## src/design/frame_pkg.sv

```systemverilog
package frame_pkg;

  localparam int TDATA_W         = 128;
  localparam int DOUT_W          = 64;
  localparam int TS_W            = 48;
  localparam int FIRST_TS_W      = 24;
  localparam int LATER_TS_W      = 24;
  localparam int ADC_W           = 12;
  localparam int THR_W           = 13;
  localparam int EXT_W           = 5;
  localparam int MAX_FRAME_BEATS = 16;
  localparam int BEAT_CNT_W      = 5;
  localparam int LEN_W           = 12;
  localparam int CH_ID_W         = 4;
  localparam int ID_W            = 8;
  // footer baseline and threshold fields are one-filled to this width
  localparam int FIELD_W         = 16;
  localparam int HDR_PAD_W       = DOUT_W - ID_W - CH_ID_W - FIRST_TS_W - LEN_W;

  localparam logic [ID_W-1:0] HEADER_ID = 8'hFF;
  localparam logic [ID_W-1:0] FOOTER_ID = 8'h0F;

  localparam int DATA_FIFO_DEPTH = 64;
  localparam int INFO_FIFO_DEPTH = 8;

  typedef logic [TDATA_W-1:0]    sample_block_t;
  typedef logic [DOUT_W-1:0]     out_word_t;
  typedef logic [TS_W-1:0]       time_stamp_t;
  typedef logic [ADC_W-1:0]      adc_t;
  typedef logic [THR_W-1:0]      threshold_t;
  typedef logic [EXT_W-1:0]      ext_len_t;
  typedef logic [BEAT_CNT_W-1:0] beat_cnt_t;
  typedef logic [LEN_W-1:0]      frame_len_t;

  // one input beat
  typedef struct packed {
    sample_block_t samples;
    time_stamp_t   time_stamp;
    adc_t          baseline;
    threshold_t    threshold;
  } acq_sample_t;

  typedef struct packed {
    out_word_t footer;
    out_word_t header;
  } frame_info_t;

  typedef enum logic {
    W_IDLE,
    W_FRAME
  } wr_state_t;

  typedef enum logic [2:0] {
    R_IDLE,
    R_POP,
    R_HEADER,
    R_DATA_HI,
    R_DATA_LO,
    R_FOOTER
  } rd_state_t;

endpackage

```

## src/design/frame_ctrl.sv

```systemverilog
`timescale 1ns/1ps

module frame_ctrl (
  input  logic                  WR_CLK,
  input  logic                  WR_RESETN,
  input  logic                  stretched,
  input  logic                  out_ready,
  input  logic                  data_full,
  input  logic                  info_full,
  input  logic                  data_empty,
  input  logic                  info_empty,
  input  frame_pkg::frame_len_t info_len,
  output logic                  in_ready,
  output logic                  data_we,
  output logic                  info_we,
  output logic                  data_re,
  output logic                  info_re,
  output logic                  frame_start,
  output frame_pkg::beat_cnt_t  beat_count,
  output frame_pkg::rd_state_t  rd_state
);
  import frame_pkg::*;

  wr_state_t  wr_state;
  beat_cnt_t  cnt_q;
  logic       accept;
  logic       acc_q;
  logic       last_beat;
  rd_state_t  rd_next;
  frame_len_t word_cnt;

  assign in_ready = !data_full && !info_full;
  assign accept   = stretched && in_ready;

  // sample register in the top holds the beat accepted last cycle
  assign data_we    = acc_q;
  assign beat_count = cnt_q + 1'b1;

  // frame ends when acceptance stops or the frame is full
  assign last_beat   = !accept || (beat_count == beat_cnt_t'(MAX_FRAME_BEATS));
  assign frame_start = data_we && (wr_state == W_IDLE);
  assign info_we     = data_we && last_beat;

  always_ff @(posedge WR_CLK) begin
    if (!WR_RESETN) begin
      acc_q    <= 1'b0;
      wr_state <= W_IDLE;
      cnt_q    <= '0;
    end else begin
      acc_q <= accept;
      if (info_we) begin
        wr_state <= W_IDLE;
        cnt_q    <= '0;
      end else if (data_we) begin
        wr_state <= W_FRAME;
        cnt_q    <= beat_count;
      end
    end
  end

  always_comb begin
    rd_next = rd_state;
    case (rd_state)
      R_IDLE: begin
        // downstream ready is only looked at here
        if (!info_empty && !data_empty && out_ready) begin
          rd_next = R_POP;
        end
      end
      R_POP:     rd_next = R_HEADER;
      R_HEADER:  rd_next = R_DATA_HI;
      R_DATA_HI: rd_next = R_DATA_LO;
      R_DATA_LO: begin
        if (word_cnt + 1'b1 == info_len) begin
          rd_next = R_FOOTER;
        end else begin
          rd_next = R_DATA_HI;
        end
      end
      R_FOOTER:  rd_next = R_IDLE;
      default:   rd_next = R_IDLE;
    endcase
  end

  always_ff @(posedge WR_CLK) begin
    if (!WR_RESETN) begin
      rd_state <= R_IDLE;
      word_cnt <= '0;
    end else begin
      rd_state <= rd_next;
      if (rd_state == R_POP) begin
        word_cnt <= '0;
      end else if (rd_state == R_DATA_HI || rd_state == R_DATA_LO) begin
        word_cnt <= word_cnt + 1'b1;
      end
    end
  end

  // data beat leaves after its low half, info record after the footer
  assign data_re = (rd_state == R_DATA_LO);
  assign info_re = (rd_state == R_FOOTER);

  a_beat_limit: assert property (@(posedge WR_CLK) disable iff (!WR_RESETN)
    data_we |-> (beat_count <= beat_cnt_t'(MAX_FRAME_BEATS)))
    else $error("frame beat count above limit");

endmodule

```

## config.mk

```make
export PLATFORM = sky130hd
export DESIGN_NAME = frame_ctrl
export DESIGN_NICKNAME = d
export VERILOG_FILES = /design/src/design/frame_pkg.sv /design/src/design/frame_ctrl.sv
export SDC_FILE = /design/constraint.sdc
export NUM_CORES = 1
export LEC_CHECK = 0
export ABC_AREA = 1
export BUFFER_PORTS_ARGS = -buffer_cell sky130_fd_sc_hd__buf_2
export CORE_AREA = 4 4 73 75
export CTS_BUF_LIST = sky130_fd_sc_hd__clkbuf_4
export CTS_CLUSTER_SIZE = 8
export DETAILED_ROUTE_END_ITERATION = 12
export DIE_AREA = 0 0 77 79
export GPL_TIMING_DRIVEN = 0
export PLACE_DENSITY = 0.51
export SYNTH_ARGS = -nofsm -noshare
export SYNTH_HDL_FRONTEND = slang
export SYNTH_SLANG_ARGS = --single-unit
```

## constraint.sdc

```tcl
create_clock -name WR_CLK -period 2.3 [get_ports WR_CLK]
set_input_delay 0.23 -clock WR_CLK [delete_from_list [all_inputs] [get_ports WR_CLK]]
set_output_delay 0.23 -clock WR_CLK [all_outputs]
set_load 0.05 [all_outputs]
```

==> metrics.cfg, run 1 <==
[route]
vias = 1530
ant_nets = 0
first_pass_iters = 4
wl_mm = 3.53
drt_iter0_markers = 76
viasPerCell = 4.61
detail_route.wl_per_cell_um = 10.6
drc = 0

[cts]
cts_setup_buffers = 0
cts_tree = yes
h-tree-depth = 1
clk_path_buf_depth = 2
numCtsBuffers = 3
cts_root_buffer = clkbuf_4
cts_sinks = 22
path_clk_slew_ps = 150
clk_latency_ps = 320

[sta]
fin_ws_ps = 227
skew_ps = 3.41
setup_violations = 0
rsz0062_at_grt = no
finalHoldViolations = 0
finalMaxSlewViolations = 0
setup_tns_ps = 0
min_period_over_period_pct = 90.1
slew_headroom_pct = 67.0
period_needed_ps = 2070
timing.fmax_ghz = 0.482
worst_pin_slew_ps = 495

[critical_path]
cp_top_family = simple AND/OR/NAND/NOR gates
cp_slowest_cell = dfxtp_1
cpMostUsedCell = nand3_1
crit_path_end_kind = primary output
cp_cell_sequence = ha_1 -> nand3_1 -> xor2_2 -> inv_1 -> nor2_1 -> nand3_1 -> nand2_1 -> clkbuf_4
cp.arrival_ps = 1840
cp-start-kind = flop
max_stage_delay_ps = 430
critPathBufInv = 2
cp_max_fo = 5
path_class = flop to primary output
required_ps = 2070

[yosys]
syn_nets = 264
synth_top_area_cell = dfxtp_1
synthesis.area_um2 = 1470
yosys_warnings = 0
syn_area_per_cell_um2 = 6.11
yosysUniqueCellTypes = 23
ys_seq_area_share_pct = 29.9
syn_inst = 241
synth_top_area_share_pct = 29.9
ys_ff_latch = 22
synth_area_leaders = dfxtp_1 30%, nand2_1 15%, nand3_1 13%, inv_1 10%, nor2_1 8.4%

[floorplan]
die_y_um = 79
initial_core_util_pct = 31.6
core_area_um2 = 4660
die_w_um = 77
die-area_um2 = 6080
ios = 34
rows = 25

[power_and_ir_drop]
switching_share_pct = 29.0
p_int_mw = 0.622
clkPwrFrac_pct = 35.9
vdd_drop_max_mv = 0.229
p_per_area_nw_per_um2 = 495
seqPwrFrac_pct = 46.9
combPwrFrac_pct = 17.1
leakagePower_nw = 0.888
switchingPower_mw = 0.254

[global_routing]
grt_max_degree = 14
antenna_found_initial = 0
grt_usage_pct = 12.4
grt_pass1_wl_mm = 6.18
overflow = 0
grt_pass1_vias = 1400

[hold_path]
hp-class = input pin to flop

[outcome]
status = finished clean

[final_layout]
antenna_cells = 0
synthToLayoutAreaGrowth_pct = 20.2
final_area_um2 = 1770
final_nets = 302
drive_gt1_share_pct = 17.3

[run]
drv_cap = 0

[placement]
port_buffers = 33
gp_congestion = 0.744
dpl_cell_area_um2 = 1720
pre_cts_ws_ps = 445
hpwl_mm = 2.79

## logic make-up after synthesis
logic type	after synthesis	share of synthesized area [%]
AO/OA/AOI/OAI	29	11.8
flip-flops	22	29.9
XOR/XNOR	5	2.97
adder cells (fa/ha/maj)	3	2.55
buffers and inverters	43	11.2
AND/OR/NAND/NOR	139	41.5
## worst register-to-register path, cell delays in order, from the launching register on
cell     delay, ps
dfxtp_1        450
ha_1           260
nand3_1        170
nor2_4         160
nand2_1         70
nand2_1         70
nand2_1         70
nand2_1         70
nand2_1         50
nor2_1         130
nand3_1        130
nand2_1         90
a21oi_2         50
## layout by cell type, fill, tap and decap left out
cell type and n:
nand2_4 1, clkbuf_1 1, clkbuf_4 4, o21ai_0 9, a21oi_2 1, nor2_4 3, buf_2 32, xor2_2 1
nand4_1 2, xor2_1 2, buf_4 1, a21oi_1 9, xnor2_1 2, bufinv_16 1, nand3b_1 1, nand2_1 60
dfxtp_1 22, nor2_2 2, nand2_2 1, nor2_1 32, a211oi_1 2, inv_2 1, ha_1 3, inv_1 40
nand3_1 37, o21bai_1 1, o211ai_1 7
## per-layer routing
metal  wire [um]  up-vias  track usage [%]
met2        1580       20             20.2
met1        1830      661             16.8
met4          24        0             3.74
li1            -      847                -
met5           0        -                0
met3          99        2             1.93
## state kept, by name (all words and copies together), names as in the netlist
signal    flops
rd_state      3
data_we       1
word_cnt     12
cnt_q         5
wr_state      1
## power by group through the flow
stage	Sequential (mW)	Combinational, mW	Clock [mW]
3_5_place_dp	0.420	0.151	0
6_report	0.412	0.150	0.315
2_1_floorplan	0.434	0.0892	0
3_3_place_gp	0.420	0.151	0
5_1_grt	0.415	0.170	0.343
4_1_cts	0.412	0.152	0.327
## metrics by stage
stage	std cells	hold slack [ps]	utilization, %	power (mW)
6_report	332	146	38.0	0.877
5_1_grt	332	135	38.0	0.928
4_1_cts	332	126	37.9	0.890
3_5_place_dp	328	478	36.8	0.571
3_3_place_gp	328	471	36.8	0.571
2_1_floorplan	241	374	-	0.524
## path summary, 6_finish.rpt
| kind | start | to | slack (ps) | cells after the start |
|---|---|---|---|---|
| setup reg to reg | word_cnt[0] | rd_state[1] | 450 | 12 |
| setup / recovery | cnt_q[0] | info_we | 230 | 8 |
| hold / removal | stretched | data_we | 150 | 3 |
| hold reg to reg | wr_state | wr_state | 490 | 2 |
## synthesized netlist by cell type
| master | n |
|---|---|
| o211ai_1 | 7 |
| a21oi_2 | 1 |
| nor2_4 | 3 |
| a21oi_1 | 9 |
| buf_4 | 1 |
| xor2_1 | 3 |
| nor2_2 | 1 |
| a211oi_1 | 2 |
| dfxtp_1 | 22 |
| o21ai_0 | 9 |
| nand2_1 | 60 |
| inv_1 | 40 |
| inv_2 | 1 |
| nand4_1 | 2 |
| xnor2_1 | 2 |
| nand3b_1 | 1 |
| nand2_4 | 1 |
| nor2_1 | 33 |
| clkbuf_1 | 1 |
| o21bai_1 | 1 |
| nand2_2 | 1 |
| ha_1 | 3 |
| nand3_1 | 37 |
## area by class of cell
type	count	area, um2
fillers	516	2890
multi-input cells	176	877
clock inverters	1	30.0
inverters	41	154
repair buffers	33	168
flip-flops and latches	22	440
plain buffers	2	11.3
clock buffers	3	22.5
well taps	54	67.6
## timing repair
action                                  4_1_cts  5_1_grt
endpoints found under the setup margin        0        1
hold endpoints to repair                      0        0
gates resized for setup                       0        1
hold buffers                                  0        0
Power figures use the tool's default switching activity.
==> inputs of run 2 (changes only) <==
- CORE_AREA: 4 4 73 75 -> 4 4 57 59
- DIE_AREA: 0 0 77 79 -> 0 0 61 63
- PLACE_DENSITY: 0.51 -> 0.79
==> run 2 against run 1 <==
Non-clock buffer count unchanged. Total power down 0.22%. Die area down 37%. Fmax down 1.2%. Setup slack worse by 25 ps. Critical endpoint unchanged. Largest power group unchanged. Highest routed layer unchanged.
==> metrics.cfg, run 2 (synthesized netlist as in run 1, its figures left out) <==
[power_and_ir_drop]
power_mw = 0.875  ; -0.22%
leakagePower_nw = 0.888  ; about the same
p_per_area_nw_per_um2 = 503  ; +1.6%
vdd_drop_max_mv = 0.328  ; +43%

[hold_path]
min_to = data_we
hp-start = stretched
min_path_cells = 3  ; unchanged
hp-class = input pin to flop

[floorplan]
initial_core_util_pct = 54.3  ; +23 points
rows = 19  ; -24%
die_w_um = 61  ; -21%
core_area_um2 = 2710  ; -42%
die-area_um2 = 3840  ; -37%
ios = 34  ; unchanged
die_y_um = 63  ; -20%

[global_routing]
antenna_found_initial = 0  ; unchanged
grt_pass1_wl_mm = 6.15  ; -0.45%
overflow = 0  ; unchanged
grt_usage_pct = 20.0  ; +7.7 points
grt_max_degree = 14  ; unchanged
grt_pass1_vias = 1501  ; +7.2%

[critical_path]
r2r_cells = 10  ; -2
required_ps = 2070  ; about the same
r2r-start = word_cnt[0]
cp-start-kind = flop
crit_path_end_kind = primary output
cp_max_fo = 5  ; unchanged
r2r-end = rd_state[1]
cp.arrival_ps = 1870  ; +30 ps
path_class = flop to primary output
reg2reg_slack_ps = 400  ; -50 ps

[final_layout]
drive_gt1_share_pct = 17.3  ; unchanged
synthToLayoutAreaGrowth_pct = 18.1
top_regs = word_cnt (12), cnt_q (5), rd_state (3)
final_area_um2 = 1740  ; -1.8%
largest_reg_flops = 12  ; unchanged
fin_util_pct = 64.2  ; +26 points
nFillCells = 276  ; -47%
final_common_cell = nand2_1
final_nets = 302  ; unchanged
antenna_cells = 0  ; unchanged
regMostFlops = word_cnt
mostFrequentLayoutCells = 60 x nand2_1, 40 x inv_1, 37 x nand3_1

[cts]
numCtsBuffers = 3  ; unchanged
cts_root_buffer = clkbuf_4
cts-resized-gates = 0  ; unchanged
h-tree-depth = 1  ; unchanged
path_clk_slew_ps = 130  ; -20 ps
cts_hold_buf = 0  ; unchanged
cts_sinks = 22  ; unchanged
clk_latency_ps = 320  ; about the same
cts_setup_buffers = 0  ; unchanged
cts_tree = yes
clk_path_buf_depth = 2  ; unchanged

[route]
wl_mm = 3.44  ; -2.5%
detail_route.wl_per_cell_um = 11.1  ; +4.8%
viasPerCell = 5.13  ; +11%
ant_nets = 0  ; unchanged
drt_iter0_markers = 75  ; -1.3%
drc = 0  ; unchanged
first_pass_iters = 4  ; unchanged
vias = 1584  ; +3.5%

[sta]
period_needed_ps = 2100  ; +25.5 ps
timing.fmax_ghz = 0.477  ; -1.2%
finalHoldViolations = 0  ; unchanged
rsz0062_at_grt = no
setup_tns_ps = 0  ; unchanged
slew_headroom_pct = 68.8  ; +1.8 points
setup_violations = 0  ; unchanged
finalMaxSlewViolations = 0  ; unchanged
skew_ps = 6.94  ; +3.53 ps
min_period_over_period_pct = 91.2  ; +1.1 points
worst_pin_slew_ps = 467  ; -27.3 ps

[placement]
hpwl_mm = 2.60  ; -6.9%
port_buffers = 33  ; unchanged
gp_congestion = 0.844  ; +14%
dpl_cell_area_um2 = 1690  ; -1.7%

[run]
drv_cap = 0  ; unchanged

[outcome]
status = finished clean

-- run 2: where the power goes --
part           switching, mW  internal [mW]
sequential            0.0171          0.395
combinational         0.0991         0.0511
clock                  0.136          0.176
total                  0.253          0.622
-- run 2: critical path, stage by stage, from the launching register on --
cell     delay [ps]
dfxtp_1         430
ha_1            210
nand3_1         120
xor2_2          150
inv_1            60
nor2_1          120
nand3_1         120
nand2_1          70
buf_2           250
-- run 2: worst max path at each step --
| stage | from | endpoint | slack [ps] |
|---|---|---|---|
| floorplan | cnt_q[0] | info_we | 150 |
| global placement | word_cnt[0] | rd_state[1] | 490 |
| detailed placement | word_cnt[0] | rd_state[1] | 460 |
| CTS | cnt_q[0] | info_we | 190 |
| global route | cnt_q[0] | info_we | 10 |
| finish | cnt_q[0] | info_we | 200 |
-- run 2: final cells by class --
| cell class | instances | area (um2) | share of cell area, % |
|---|---|---|---|
| multi-input combinational | 176 | 877 | 50.4 |
| inverter | 41 | 154 | 8.85 |
| clock buffer | 3 | 22.5 | 1.29 |
| buffer | 2 | 11.3 | 0.647 |
| sequential | 22 | 440 | 25.3 |
| clock inverter | 1 | 30.0 | 1.73 |
| tap | 31 | 38.8 | 2.23 |
| timing repair buffer | 33 | 165 | 9.50 |
-- run 2: metrics by stage --
step,worst slack [ps],instances,hold slack [ps]
final,202,309,143
after CTS,186,309,140
after floorplan,149,241,374
after global routing,10.8,309,167
after global placement,488,305,467
after detailed placement,460,305,470
-- run 2: layer usage --
| metal | wire length [um] | GRT usage, % | up-vias |
|---|---|---|---|
| met5 | 0 | 0 | - |
| met4 | 59 | 6.50 | 0 |
| met3 | 123 | 1.86 | 7 |
| met2 | 1680 | 33.6 | 25 |
| met1 | 1590 | 26.1 | 709 |
| li1 | - | - | 843 |
==> inputs of run 3 (changes only) <==
- clock period: 2.3 -> 2.4 ns (I/O delays scaled with it)
==> run 3 against run 2 <==
Final cell count stayed put. Via count is 0.63% lower. Sequential share of layout area is 0.11 points higher. Highest routed layer unchanged. Die area stayed put. Critical endpoint unchanged. Flip-flop and latch count stayed put. First-iteration DRC count is 6.7% higher.
==> metrics.cfg, run 3 (synthesized netlist as in run 1, its figures left out) <==
[placement]
port_buffers = 33  ; unchanged
gp_congestion = 0.827  ; -2.0%
dpl.cell_count = 305  ; unchanged
pre_cts_ws_ps = 553  ; +93.0 ps
hpwl_mm = 2.59  ; -0.30%
dpl_cell_area_um2 = 1680  ; -0.45%

[route]
first_pass_iters = 4  ; unchanged
ant_nets = 0  ; unchanged
vias = 1574  ; -0.63%
drt_iter0_markers = 80  ; +6.7%
detail_route.wl_per_cell_um = 10.6  ; -4.8%
drc = 0  ; unchanged
viasPerCell = 5.09  ; -0.63%
wl_mm = 3.28  ; -4.8%

[critical_path]
crit_path_end_kind = primary output
required_ps = 2160  ; +90 ps
cp.arrival_ps = 1830  ; -40 ps
cp_max_fo = 5  ; unchanged
r2r_cells = 10  ; unchanged
path_class = flop to primary output
cp-start-kind = flop

[final_layout]
largest_reg_flops = 12  ; unchanged
layout.cells.non_filler = 309  ; unchanged
final_common_cell = nand2_1
synthToLayoutAreaGrowth_pct = 17.6
fin_util_pct = 63.9  ; -0.28 points
final_area_um2 = 1730  ; -0.43%
drive_gt1_share_pct = 16.9  ; -0.36 points
top_regs = word_cnt (12), cnt_q (5), rd_state (3)
final_nets = 302  ; unchanged
antenna_cells = 0  ; unchanged
regMostFlops = word_cnt
mostFrequentLayoutCells = 60 x nand2_1, 40 x inv_1, 37 x nand3_1

[run]
drv_cap = 0  ; unchanged

[cts]
path_clk_slew_ps = 130  ; about the same
cts_hold_buf = 0  ; unchanged
clk_path_buf_depth = 2  ; unchanged
h-tree-depth = 1  ; unchanged
numCtsBuffers = 3  ; unchanged
cts-resized-gates = 0  ; unchanged
cts_tree = yes
cts_sinks = 22  ; unchanged
clk_latency_ps = 310  ; about the same
cts_root_buffer = clkbuf_4
cts_setup_buffers = 0  ; unchanged

[floorplan]
rows = 19  ; unchanged
ios = 34  ; unchanged
initial_core_util_pct = 54.3  ; unchanged
die_w_um = 61  ; unchanged
core_area_um2 = 2710  ; unchanged
die_y_um = 63  ; unchanged
die-area_um2 = 3840  ; unchanged

[global_routing]
grt_pass1_wl_mm = 5.83  ; -5.2%
overflow = 0  ; unchanged
grt_pass1_vias = 1445  ; -3.7%
grt_max_degree = 14  ; unchanged
grt_usage_pct = 19.3  ; -0.75 points
antenna_found_initial = 0  ; unchanged

[sta]
worst_pin_slew_ps = 442  ; -25.3 ps
finalMaxSlewViolations = 0  ; unchanged
timing.fmax_ghz = 0.482
period_needed_ps = 2070
setup_tns_ps = 0  ; unchanged
finalHoldViolations = 0  ; unchanged
holdWs_ps = 154  ; +10.5 ps
rsz0062_at_grt = no
min_period_over_period_pct = 86.4
setup_violations = 0  ; unchanged
skew_ps = 1.25  ; -5.69 ps
slew_headroom_pct = 70.5  ; +1.7 points
fin_ws_ps = 326  ; +124 ps

[power_and_ir_drop]
combPwrFrac_pct = 17.2  ; about the same
leakagePower_nw = 0.886  ; -0.27%
p_per_area_nw_per_um2 = 478  ; -5.0%
p_int_mw = 0.596  ; -4.2%
switchingPower_mw = 0.231  ; -8.4%
seqPwrFrac_pct = 47.6  ; +0.5 points
clkPwrFrac_pct = 35.2  ; -0.6 points
switching_share_pct = 28.0  ; -0.92 points
power_mw = 0.827  ; -5.4%
vdd_drop_max_mv = 0.383  ; +17%

[hold_path]
min_path_cells = 3  ; unchanged
hp-class = input pin to flop

[outcome]
status = finished clean

run 3: cell count changes in the layout (fill, tap and decap cells not counted):
cell and change:
xor2_1 +1, xor2_2 -1
run 3: cell type report:
| type | instances | area (um2) |
|---|---|---|
| Buffer | 2 | 11.3 |
| Clock buffer | 3 | 22.5 |
| Clock inverter | 1 | 30.0 |
| Fill cell | 282 | 978 |
| Inverter | 41 | 154 |
| Multi-Input combinational cell | 176 | 870 |
| Sequential cell | 22 | 440 |
| Tap cell | 31 | 38.8 |
| Timing Repair Buffer | 33 | 165 |
run 3: worst paths after layout:
path / from / endpoint / slack (ps)
hold / removal: stretched / data_we / 150
setup reg to reg: word_cnt[0] / rd_state[1] / 490
hold reg to reg: wr_state / wr_state / 480
setup / recovery: cnt_q[0] / info_we / 330
run 3: metal layers:
layer / vias up / global-route usage, % / share of wire, %
li1: 846 / - / -
met1: 695 / 24.2 / 45
met2: 29 / 31.1 / 49
met3: 4 / 3.72 / 4.5
met4: 0 / 8.13 / 1.0
met5: - / 0 / 0
run 3: worst max-delay path, cell delays in order, from the launching register on:
cell and delay [ps]:
dfxtp_1 430, ha_1 210, nand3_1 90, xor2_1 170, inv_1 50, nor2_1 130, nand3_1 110, nand2_1 70
buf_2 250
run 3: power by group through the flow:
stage	clock network, mW	registers [mW]	logic [mW]
floorplan	0	0.416	0.0855
global placement	0	0.402	0.141
detailed placement	0	0.402	0.144
CTS	0.299	0.394	0.144
global route	0.314	0.397	0.164
finish	0.291	0.394	0.142
